<file path="config.mk">
export PLATFORM = sky130hd
export DESIGN_NAME = mem_pipe_top
export DESIGN_NICKNAME = d
export VERILOG_FILES = /design/src/rtl/mem_pipe_pkg.sv /design/src/rtl/dmw_regs.sv /design/src/rtl/addr_translate.sv /design/src/rtl/mem_stage_buffer.sv /design/src/rtl/mem_pipe_top.sv
export VERILOG_INCLUDE_DIRS = /design/src /design/src/rtl
export SDC_FILE = /design/constraint.sdc
export NUM_CORES = 1
export LEC_CHECK = 0
export BUFFER_PORTS_ARGS = -buffer_cell sky130_fd_sc_hd__buf_2
export CORE_MARGIN = 2
export CORE_UTILIZATION = 35
export DETAILED_ROUTE_END_ITERATION = 10
export PLACE_DENSITY = 0.71
export SLEW_MARGIN = 20
export SYNTH_ARGS = -nofsm -noshare
export SYNTH_HDL_FRONTEND = slang
export SYNTH_HIERARCHICAL = 1
export SYNTH_SLANG_ARGS = --single-unit
</file>
<file path="constraint.sdc">
create_clock -name clk -period 5.3 [get_ports clk]
set_clock_uncertainty 0.05 [all_clocks]
set_input_delay 0.795 -clock clk [delete_from_list [all_inputs] [get_ports clk]]
set_output_delay 0.795 -clock clk [all_outputs]
set_load 0.01 [all_outputs]
</file>
<file path="src/rtl/mem_pipe_config.svh">
`ifndef MEM_PIPE_CONFIG_SVH
`define MEM_PIPE_CONFIG_SVH

// address and data path width
`define MEM_PIPE_XLEN 32

// number of direct-mapped windows
`define MEM_PIPE_DMW_COUNT 2

// architectural register index width
`define MEM_PIPE_REG_W 5

// andi r0, r0, 0
`define MEM_PIPE_INST_NOP 32'h0340_0000

`endif

</file>
<file path="src/rtl/mem_pipe_pkg.sv">
`default_nettype none

`include "mem_pipe_config.svh"

package mem_pipe_pkg;

    typedef enum logic [0:0] {
        op_load  = 1'b0,
        op_store = 1'b1
    } mem_op_e;

    typedef enum logic [1:0] {
        size_byte = 2'd0,
        size_half = 2'd1,
        size_word = 2'd2
    } mem_size_e;

    // ecode values as carried in estat
    typedef enum logic [6:0] {
        excp_none = 7'h00,
        excp_ale  = 7'h09,
        excp_tlbr = 7'h3f
    } excp_code_e;

    typedef struct packed {
        logic [`MEM_PIPE_XLEN-1:0]  pc;
        logic [`MEM_PIPE_XLEN-1:0]  inst;
        logic [`MEM_PIPE_XLEN-1:0]  rj_data;
        logic [`MEM_PIPE_XLEN-1:0]  rk_data;
        logic [`MEM_PIPE_XLEN-1:0]  imm;
        logic [`MEM_PIPE_REG_W-1:0] rd;
        mem_op_e                    op;
        mem_size_e                  size;
        logic                       is_atom;
    } issue_pkt_t;

    // vseg/pseg are the top three address bits
    typedef struct packed {
        logic       en;
        logic [2:0] vseg;
        logic [2:0] pseg;
    } dmw_t;

    typedef struct packed {
        mem_op_e                   op;
        logic [3:0]                strb;
        logic [`MEM_PIPE_XLEN-1:0] paddr;
        logic [`MEM_PIPE_XLEN-1:0] wdata;
        logic                      is_atom;
    } dcache_req_t;

    typedef struct packed {
        dcache_req_t               req;
        logic [`MEM_PIPE_XLEN-1:0] badv;
        excp_code_e                excp;
    } xlate_res_t;

    typedef struct packed {
        logic [`MEM_PIPE_XLEN-1:0]  pc;
        logic [`MEM_PIPE_XLEN-1:0]  inst;
        logic [`MEM_PIPE_REG_W-1:0] rd;
        dcache_req_t                req;
        logic [`MEM_PIPE_XLEN-1:0]  badv;
        excp_code_e                 excp;
    } ex1_pkt_t;

endpackage

`default_nettype wire

</file>
<file path="src/rtl/dmw_regs.sv">
`timescale 1ns/10ps
`default_nettype none

`include "mem_pipe_config.svh"

module dmw_regs (
    input  wire                                         clk,
    input  wire                                         aresetn,
    input  wire                                         cfg_wr,
    input  wire                                         cfg_idx,
    input  wire  mem_pipe_pkg::dmw_t                    cfg_data,
    output mem_pipe_pkg::dmw_t [`MEM_PIPE_DMW_COUNT-1:0] dmw
);

    // all windows off out of reset, so every access misses
    always_ff @(posedge clk) begin
        if (!aresetn) begin
            dmw <= '0;
        end else if (cfg_wr) begin
            dmw[cfg_idx] <= cfg_data;
        end
    end

    // strobe must address an existing window
    cfg_idx_in_range: assert property (
        @(posedge clk) disable iff (!aresetn)
        cfg_wr |-> (int'(cfg_idx) < `MEM_PIPE_DMW_COUNT)
    ) else $error("cfg_idx %0d out of range", cfg_idx);

endmodule

`default_nettype wire

</file>
<file path="src/rtl/addr_translate.sv">
`timescale 1ns/10ps
`default_nettype none

`include "mem_pipe_config.svh"

module addr_translate (
    input  wire  mem_pipe_pkg::issue_pkt_t                      in_pkt,
    input  wire  mem_pipe_pkg::dmw_t [`MEM_PIPE_DMW_COUNT-1:0]  dmw,
    output mem_pipe_pkg::xlate_res_t                             res
);

    logic [`MEM_PIPE_XLEN-1:0] vaddr;
    logic                      hit;
    logic [2:0]                pseg;
    logic                      misalign;
    logic [3:0]                strb_base;
    mem_pipe_pkg::excp_code_e  excp;

    assign vaddr = in_pkt.rj_data + in_pkt.imm;

    // lowest enabled window wins on overlap
    always_comb begin
        hit  = 1'b0;
        pseg = 3'b000;
        for (int i = 0; i < `MEM_PIPE_DMW_COUNT; i++) begin
            if (!hit && dmw[i].en && (dmw[i].vseg == vaddr[`MEM_PIPE_XLEN-1 -: 3])) begin
                hit  = 1'b1;
                pseg = dmw[i].pseg;
            end
        end
    end

    always_comb begin
        case (in_pkt.size)
            mem_pipe_pkg::size_half: begin
                misalign  = vaddr[0];
                strb_base = 4'b0011;
            end
            mem_pipe_pkg::size_word: begin
                misalign  = |vaddr[1:0];
                strb_base = 4'b1111;
            end
            default: begin
                misalign  = 1'b0;
                strb_base = 4'b0001;
            end
        endcase
    end

    // alignment fault outranks a window miss
    always_comb begin
        if (misalign) begin
            excp = mem_pipe_pkg::excp_ale;
        end else if (!hit) begin
            excp = mem_pipe_pkg::excp_tlbr;
        end else begin
            excp = mem_pipe_pkg::excp_none;
        end
    end

    always_comb begin
        res.req.op      = in_pkt.op;
        res.req.paddr   = {pseg, vaddr[`MEM_PIPE_XLEN-4:0]};
        res.req.wdata   = in_pkt.rk_data;
        res.req.is_atom = in_pkt.is_atom;
        res.badv        = vaddr;
        res.excp        = excp;
        if (excp == mem_pipe_pkg::excp_none) begin
            res.req.strb = 4'(strb_base << vaddr[1:0]);
        end else begin
            res.req.strb = 4'b0000;
        end
    end

    // a faulting access must not touch any byte lane in the dcache
    always_comb begin
        if (res.excp != mem_pipe_pkg::excp_none) begin
            assert (res.req.strb == 4'b0000)
                else $error("strb %b on exception %h", res.req.strb, res.excp);
        end
    end

endmodule

`default_nettype wire

</file>
<file path="src/rtl/mem_stage_buffer.sv">
`timescale 1ns/10ps
`default_nettype none

`include "mem_pipe_config.svh"

module mem_stage_buffer (
    input  wire                            clk,
    input  wire                            aresetn,
    input  wire                            flush,
    input  wire                            flush_by_exception,
    input  wire                            forward_stall,
    input  wire                            ex_allowin,
    input  wire                            in_valid,
    input  wire  mem_pipe_pkg::issue_pkt_t in_pkt,
    input  wire  mem_pipe_pkg::xlate_res_t xres,
    output logic                           in_allowin,
    output logic                           ex_readygo,
    output logic                           out_valid,
    output mem_pipe_pkg::ex1_pkt_t         out_pkt
);

    logic started;
    logic excp_hold;
    logic excp_pending;
    logic accept;
    logic clear;

    // exception already sitting in the register toward ex1
    assign excp_pending = (out_pkt.excp != mem_pipe_pkg::excp_none);

    assign in_allowin = started & ex_allowin & ~excp_pending & ~excp_hold;
    assign accept     = in_valid & in_allowin;
    assign clear      = (flush & ex_allowin) | flush_by_exception;
    assign ex_readygo = ~forward_stall;

    // keeps the input closed for the first cycle out of reset
    always_ff @(posedge clk) begin
        if (!aresetn) begin
            started <= 1'b0;
        end else begin
            started <= 1'b1;
        end
    end

    // stage register, held while ex1 is not ready
    always_ff @(posedge clk) begin
        if (!aresetn || clear) begin
            out_valid    <= 1'b0;
            out_pkt      <= '0;
            out_pkt.inst <= `MEM_PIPE_INST_NOP;
        end else if (ex_allowin) begin
            out_valid <= accept;
            if (accept) begin
                out_pkt.pc   <= in_pkt.pc;
                out_pkt.inst <= in_pkt.inst;
                out_pkt.rd   <= in_pkt.rd;
                out_pkt.req  <= xres.req;
                out_pkt.badv <= xres.badv;
                out_pkt.excp <= xres.excp;
            end
        end
    end

    // set once the exception has gone out, dropped by the exception flush
    always_ff @(posedge clk) begin
        if (!aresetn || flush_by_exception) begin
            excp_hold <= 1'b0;
        end else if (out_valid && excp_pending) begin
            excp_hold <= 1'b1;
        end
    end

    // nothing valid toward ex1 straight out of reset
    out_valid_after_reset: assert property (
        @(posedge clk)
        !aresetn |=> !out_valid
    ) else $error("out_valid high after reset");

    // input stays fenced while an exception is outstanding
    hold_blocks_input: assert property (
        @(posedge clk) disable iff (!aresetn)
        excp_hold |-> !in_allowin
    ) else $error("in_allowin high during exception hold");

endmodule

`default_nettype wire

</file>
<file path="src/rtl/mem_pipe_top.sv">
`timescale 1ns/10ps
`default_nettype none

`include "mem_pipe_config.svh"

module mem_pipe_top (
    input  wire                              clk,
    input  wire                              aresetn,
    input  wire                              cfg_wr,
    input  wire                              cfg_idx,
    input  wire  mem_pipe_pkg::dmw_t         cfg_data,
    input  wire                              in_valid,
    input  wire  mem_pipe_pkg::issue_pkt_t   in_pkt,
    output logic                             in_allowin,
    input  wire                              flush,
    input  wire                              flush_by_exception,
    input  wire                              forward_stall,
    input  wire                              ex_allowin,
    output logic                             ex_readygo,
    output logic                             out_valid,
    output mem_pipe_pkg::ex1_pkt_t           out_pkt,
    output logic                             dcache_valid,
    output mem_pipe_pkg::dcache_req_t        dcache_req
);

    mem_pipe_pkg::dmw_t [`MEM_PIPE_DMW_COUNT-1:0] dmw;
    mem_pipe_pkg::xlate_res_t                     xres;

    dmw_regs dmw_regs_i (
        .clk      (clk),
        .aresetn  (aresetn),
        .cfg_wr   (cfg_wr),
        .cfg_idx  (cfg_idx),
        .cfg_data (cfg_data),
        .dmw      (dmw)
    );

    addr_translate addr_translate_i (
        .in_pkt (in_pkt),
        .dmw    (dmw),
        .res    (xres)
    );

    mem_stage_buffer mem_stage_buffer_i (
        .clk                (clk),
        .aresetn            (aresetn),
        .flush              (flush),
        .flush_by_exception (flush_by_exception),
        .forward_stall      (forward_stall),
        .ex_allowin         (ex_allowin),
        .in_valid           (in_valid),
        .in_pkt             (in_pkt),
        .xres               (xres),
        .in_allowin         (in_allowin),
        .ex_readygo         (ex_readygo),
        .out_valid          (out_valid),
        .out_pkt            (out_pkt)
    );

    // dcache sees the request on the cycle the packet is taken
    assign dcache_valid = in_valid & in_allowin;
    assign dcache_req   = xres.req;

endmodule

`default_nettype wire

</file>
; ---- After elaboration in Yosys (flattened, before gate mapping)
; Cells that the tools add are included.
[op_classes]
add_sub_neg = 1
n_mul = 0
n_div = 0
n_lt_le_gt_ge = 2
n_eq_ne = 4
shift = 1
muxes = 13
bitwise = 9
reduce_logical = 13
[ops]
columns = operator, n
row1 = adder 32 bit, 1
row2 = bitwise mux 14 bit, 1
row3 = 2-to-1 mux 7 bit, 2
row4 = case mux 4 bit (2 select lines), 1
row5 = demux 7 bit (select 1 bit), 1
row6 = zero test 7 bit, 1
row7 = nonzero test 7 bit, 1
row8 = == test 3 bit, 2
row9 = 2-to-1 mux 3 bit, 2
row10 = 2-to-1 mux 6 bit, 1
row11 = bitwise AND 1 bit, 5
row12 = logical AND 1 bit, 5
row13 = 2-to-1 mux 4 bit, 1
row14 = << shifter 4 x 2 -> 4 bit, 1
row15 = 2-to-1 mux 1 bit, 3
row16 = inverter 1 bit, 3
row17 = "== test 2 x 1 -> 1 bit, second input constant", 1
row18 = "== test 2 bit, second input constant", 1
row19 = zero test 1 bit, 2
row20 = logical OR 1 bit, 2
row21 = "less-than comparator 1 x 2 -> 1 bit, second input constant", 1
row22 = case mux 1 bit (2 select lines), 1
row23 = AND reduction 2 bit, 1
row24 = OR reduction 2 bit, 1
row25 = other kinds (2), 2
[totals]
register_bits = 195
latch_bits = 0
mem_bits_rw = 0
mem_bits_ro = 0
inputBits = 185
word_cells = 62
memories = 0

; ---- Logic depth before layout (Yosys ltp)
[logic_depth]
ltp_word = 12
mapped_depth = 15

; ---- Cells and area by module
; The synthesis kept the hierarchy.
[by_module_without_submodules]
columns = mod, instances, cells_per_inst, area_per_inst_um2
row1 = mem_stage_buffer, 1, 863, 7653.6
row2 = addr_translate, 1, 359, 2690.1
row3 = dmw_regs, 1, 55, 540.5
row4 = mem_pipe_top, 1, 1, 6.3

; ---- Worst setup path after synthesis
; Ideal clock, no wire load.
[synth_path]
kind = input -> output
startpoint = input in_pkt[38] (netlist name)
endpoint = output dcache_req[62] (netlist name)
t_arrival_ns = 3.559
required_ns = 4.455
slack_ns = 0.896
path_stages = 12
cell_sequence = ha_1 buf_6 a21o_1 o21a_1 a2111oi_4 nand2_1 o211a_1 nor3_2 xor2_1 or4b_1 buf_6 mux2_4
[synth_rtl]
columns = item, line
row1 = from (decl), mem_pipe_top.sv:13  ; input wire mem_pipe_pkg::issue_pkt_t in_pkt,
row2 = to (decl), mem_pipe_top.sv:23  ; output mem_pipe_pkg::dcache_req_t dcache_req

==> impl_metrics.ini <==
[floorplanning]
ios = 437
die_h_um = 180
initial_core_util_pct = 35.6
fp-row-count = 64
die_w_um = 180
core_sq_um = 30600
die-area_sq_um = 32500

[worst_setup_path]
crit_required_ps = 4450
worst-setup-path-type = input port to primary output
worstPathMaxFanout = 6
startpoint_type = input port
end_kind = primary output
critPathArrivalTime_ps = 4220

[drt]
drcViolationCount = 0
firstDrtPassIters = 5
ant_nets = 0
vias = 11430
wl_mm = 38.9
wl_per_cell_um = 19.9
dr.first_iter.drc_count = 776
vias_per_cell = 5.87

[layout]
drive_gt1_share_pct = 33.7
fillerInstances = 3044
multi_input_area_sq_um = 5800
seq_area_sq_um = 3900
final_cells = 1948
area_growth_pct = 21.1
finalNetCount = 1757
final_core_util_pct = 43.1

[synth]
synth.distinct_cells = 67
synth_edf_count = 0
yosysSeqAreaShare_pct = 35.8
syn_nets = 1498
async_reset_ff_share_pct = 0
ys_top_cells_by_area = dfxtp_1, o31ai_1, nand4_1
netlist_area_sq_um = 10900
ys_ff_latch = 195
synth_top_area_share_pct = 35.8
synth_ff_type = dfxtp_1
avgSynthCellArea_sq_um = 8.52
syn_inst = 1278
synth_top_area_cell = dfxtp_1
yosysWarnings = 6

[clock_network]
cts_tree = yes
cts-root-buf = clkbuf_16
clock-sinks = 195
clk_path_buf_depth = 2
clk_pin_slew_ps = 70
worstSkewPairLatency_ps = 450
htreeDepth = 4
cts_buffers = 17

[timing]
fin_crit_ps = 5070
period_share_pct = 95.6
setup_viol = 0
setup_ws_ps = 231
worst_pin_slew_ps = 950
fin_setup_tns_ps = 0
final_hold_viol_count = 0
fmax_mhz = 197
rsz0062_at_grt = false
slew-limit-headroom_pct = 36.7
drv_slew = 0

[power]
power.total_mw = 3.60
ir_drop_uv = 207
power-per-cell-area_nw_per_um2 = 273
p_leak_nw = 5.48

[run]
drv_cap = 0

[global_route]
grt_pass1_wl_mm = 60.2
antenna_found_initial = 2
grt_max_degree = 133
track_usage_pct = 22.6
grt_pass1_vias = 10761
overflow = 0

[hold_path]
min_path_type = flip-flop to flip-flop

[placed_design]
placed_cells = 1914
place_ws_ps = -107
post-dp-hpwl_mm = 26.5
io_buffers = 436
place_congestion = 0.877

[run_status]
status = finished clean
[worst max-delay path, stage by stage]
cell	delay, ps
buf_2	100
ha_1	240
fa_1	420
a21oi_1	300
nand4b_1	210
a2111oi_2	120
o21ai_2	250
nand2_2	110
a41oi_2	270
buf_4	170
xnor3_1	260
or3_1	450
a21oi_1	260
buf_2	260
[area by class of cell]
| cell class | count | share of cell area (%) |
|---|---|---|
| sequential | 195 | 29.6 |
| multi-input combinational | 857 | 44.0 |
| timing repair buffer | 456 | 17.8 |
| antenna | 2 | 0.0380 |
| tap | 396 | 3.76 |
| clock buffer | 18 | 3.33 |
| clock inverter | 14 | 1.20 |
| inverter | 10 | 0.285 |
[cells in the mapped netlist, drive strengths merged, types with 3 or more instances]
cell type,instances
a211oi,8
o31ai,170
buf,105
nand2,50
ha,34
xnor2,18
o21bai,4
a21oi,203
nor4b,5
and2,6
mux2i,17
and3,5
nor4,3
or4,4
nand4b,3
nor2,24
inv,10
clkbuf,111
nand2b,10
a41oi,9
nor2b,5
nor3,13
nand3,6
xnor3,3
a31oi,3
o211ai,5
xor2,12
a21o,10
dfxtp,195
nand4,171
o21ai,26
or3,3
mux2,3
[layer usage]
metal  global-route usage [%]  wire, um
met5                        0         0
met4                     9.03      1270
met3                     3.35      2470
met2                     37.8     18700
met1                     29.3     16400
[placed cells by master (no fill, tap or decap), types with 3 or more instances in the layout]
| cell | count |
|---|---|
| buf_2 | 436 |
| nand2_1 | 49 |
| and2_1 | 5 |
| nand3_1 | 6 |
| xnor2_1 | 18 |
| o21ai_0 | 19 |
| o31ai_1 | 170 |
| xor2_1 | 12 |
| nand4_1 | 171 |
| nand2b_1 | 9 |
| a41oi_1 | 8 |
| o21ai_1 | 6 |
| a31oi_1 | 3 |
| mux2i_1 | 17 |
| nand4b_1 | 3 |
| nor2b_1 | 5 |
| ha_1 | 34 |
| clkinv_8 | 4 |
| o211ai_1 | 4 |
| and3_1 | 5 |
| o21bai_1 | 4 |
| clkbuf_16 | 17 |
| a21o_1 | 10 |
| xnor3_1 | 3 |
| nor3_2 | 3 |
| dfxtp_1 | 195 |
| a21oi_1 | 201 |
| nor2_1 | 24 |
| inv_1 | 10 |
| inv_8 | 4 |
| or4_1 | 3 |
| nor4b_1 | 5 |
| a211oi_2 | 5 |
| mux2_4 | 3 |
| buf_4 | 19 |
| nor3_1 | 10 |
[registers in the layout, indices dropped and copies added (netlist names)]
register,flops
mem_stage_buffer_i/excp_hold,1
mem_stage_buffer_i/out_pkt,178
dmw_regs_i/dmw,14
mem_stage_buffer_i/started,1
mem_stage_buffer_i/out_valid,1
[worst paths after layout]
check	start	to	slack (ps)	depth (start not counted)
min reg2reg	mem_stage_buffer_i/out_pkt[171]$_SDFFE_PP0P_	mem_stage_buffer_i/out_pkt[171]$_SDFFE_PP0P_	410	2
min	mem_stage_buffer_i/out_pkt[171]$_SDFFE_PP0P_	mem_stage_buffer_i/out_pkt[171]$_SDFFE_PP0P_	410	2
max	in_pkt[9]	dcache_req[67]	230	14
max reg2reg	mem_stage_buffer_i/out_pkt[2]$_SDFFE_PP0P_	mem_stage_buffer_i/out_pkt[74]$_SDFFE_PP0P_	2890	4
[what timing repair did]
action | in CTS | in global routing
buffers inserted | 0 | 0
resized for setup | 2 | 3
hold buffers | 0 | 0
endpoints found under the setup margin | 7 | 4
[metrics by stage]
step,hold WS [ps],cell area [sq um]
2_1_floorplan,380,10900
3_3_place_gp,390,12600
3_5_place_dp,400,12600
4_1_cts,413,13200
5_1_grt,431,13200
6_report,413,13200
[cells by family (layout without fill, tap and decap cells)]
group	count (synthesis)	in the layout	share of synthesized area [%]
AO/OA/AOI/OAI	452	452	26.9
AND/OR/NAND/NOR	316	316	16.8
buffers and inverters	226	498	11.3
flip-flops	195	195	35.8
adder cells (fa/ha/maj)	35	35	4.09
XOR/XNOR	33	33	3.03
multiplexers	20	20	1.98
other	1	3	0.0344
[power breakdown]
group | switching [mW] | internal, mW
combinational | 0.511 | 0.273
sequential | 0.0134 | 1.49
clock | 0.672 | 0.646
total | 1.20 | 2.41
No activity file was read; power rests on OpenSTA's default activity.
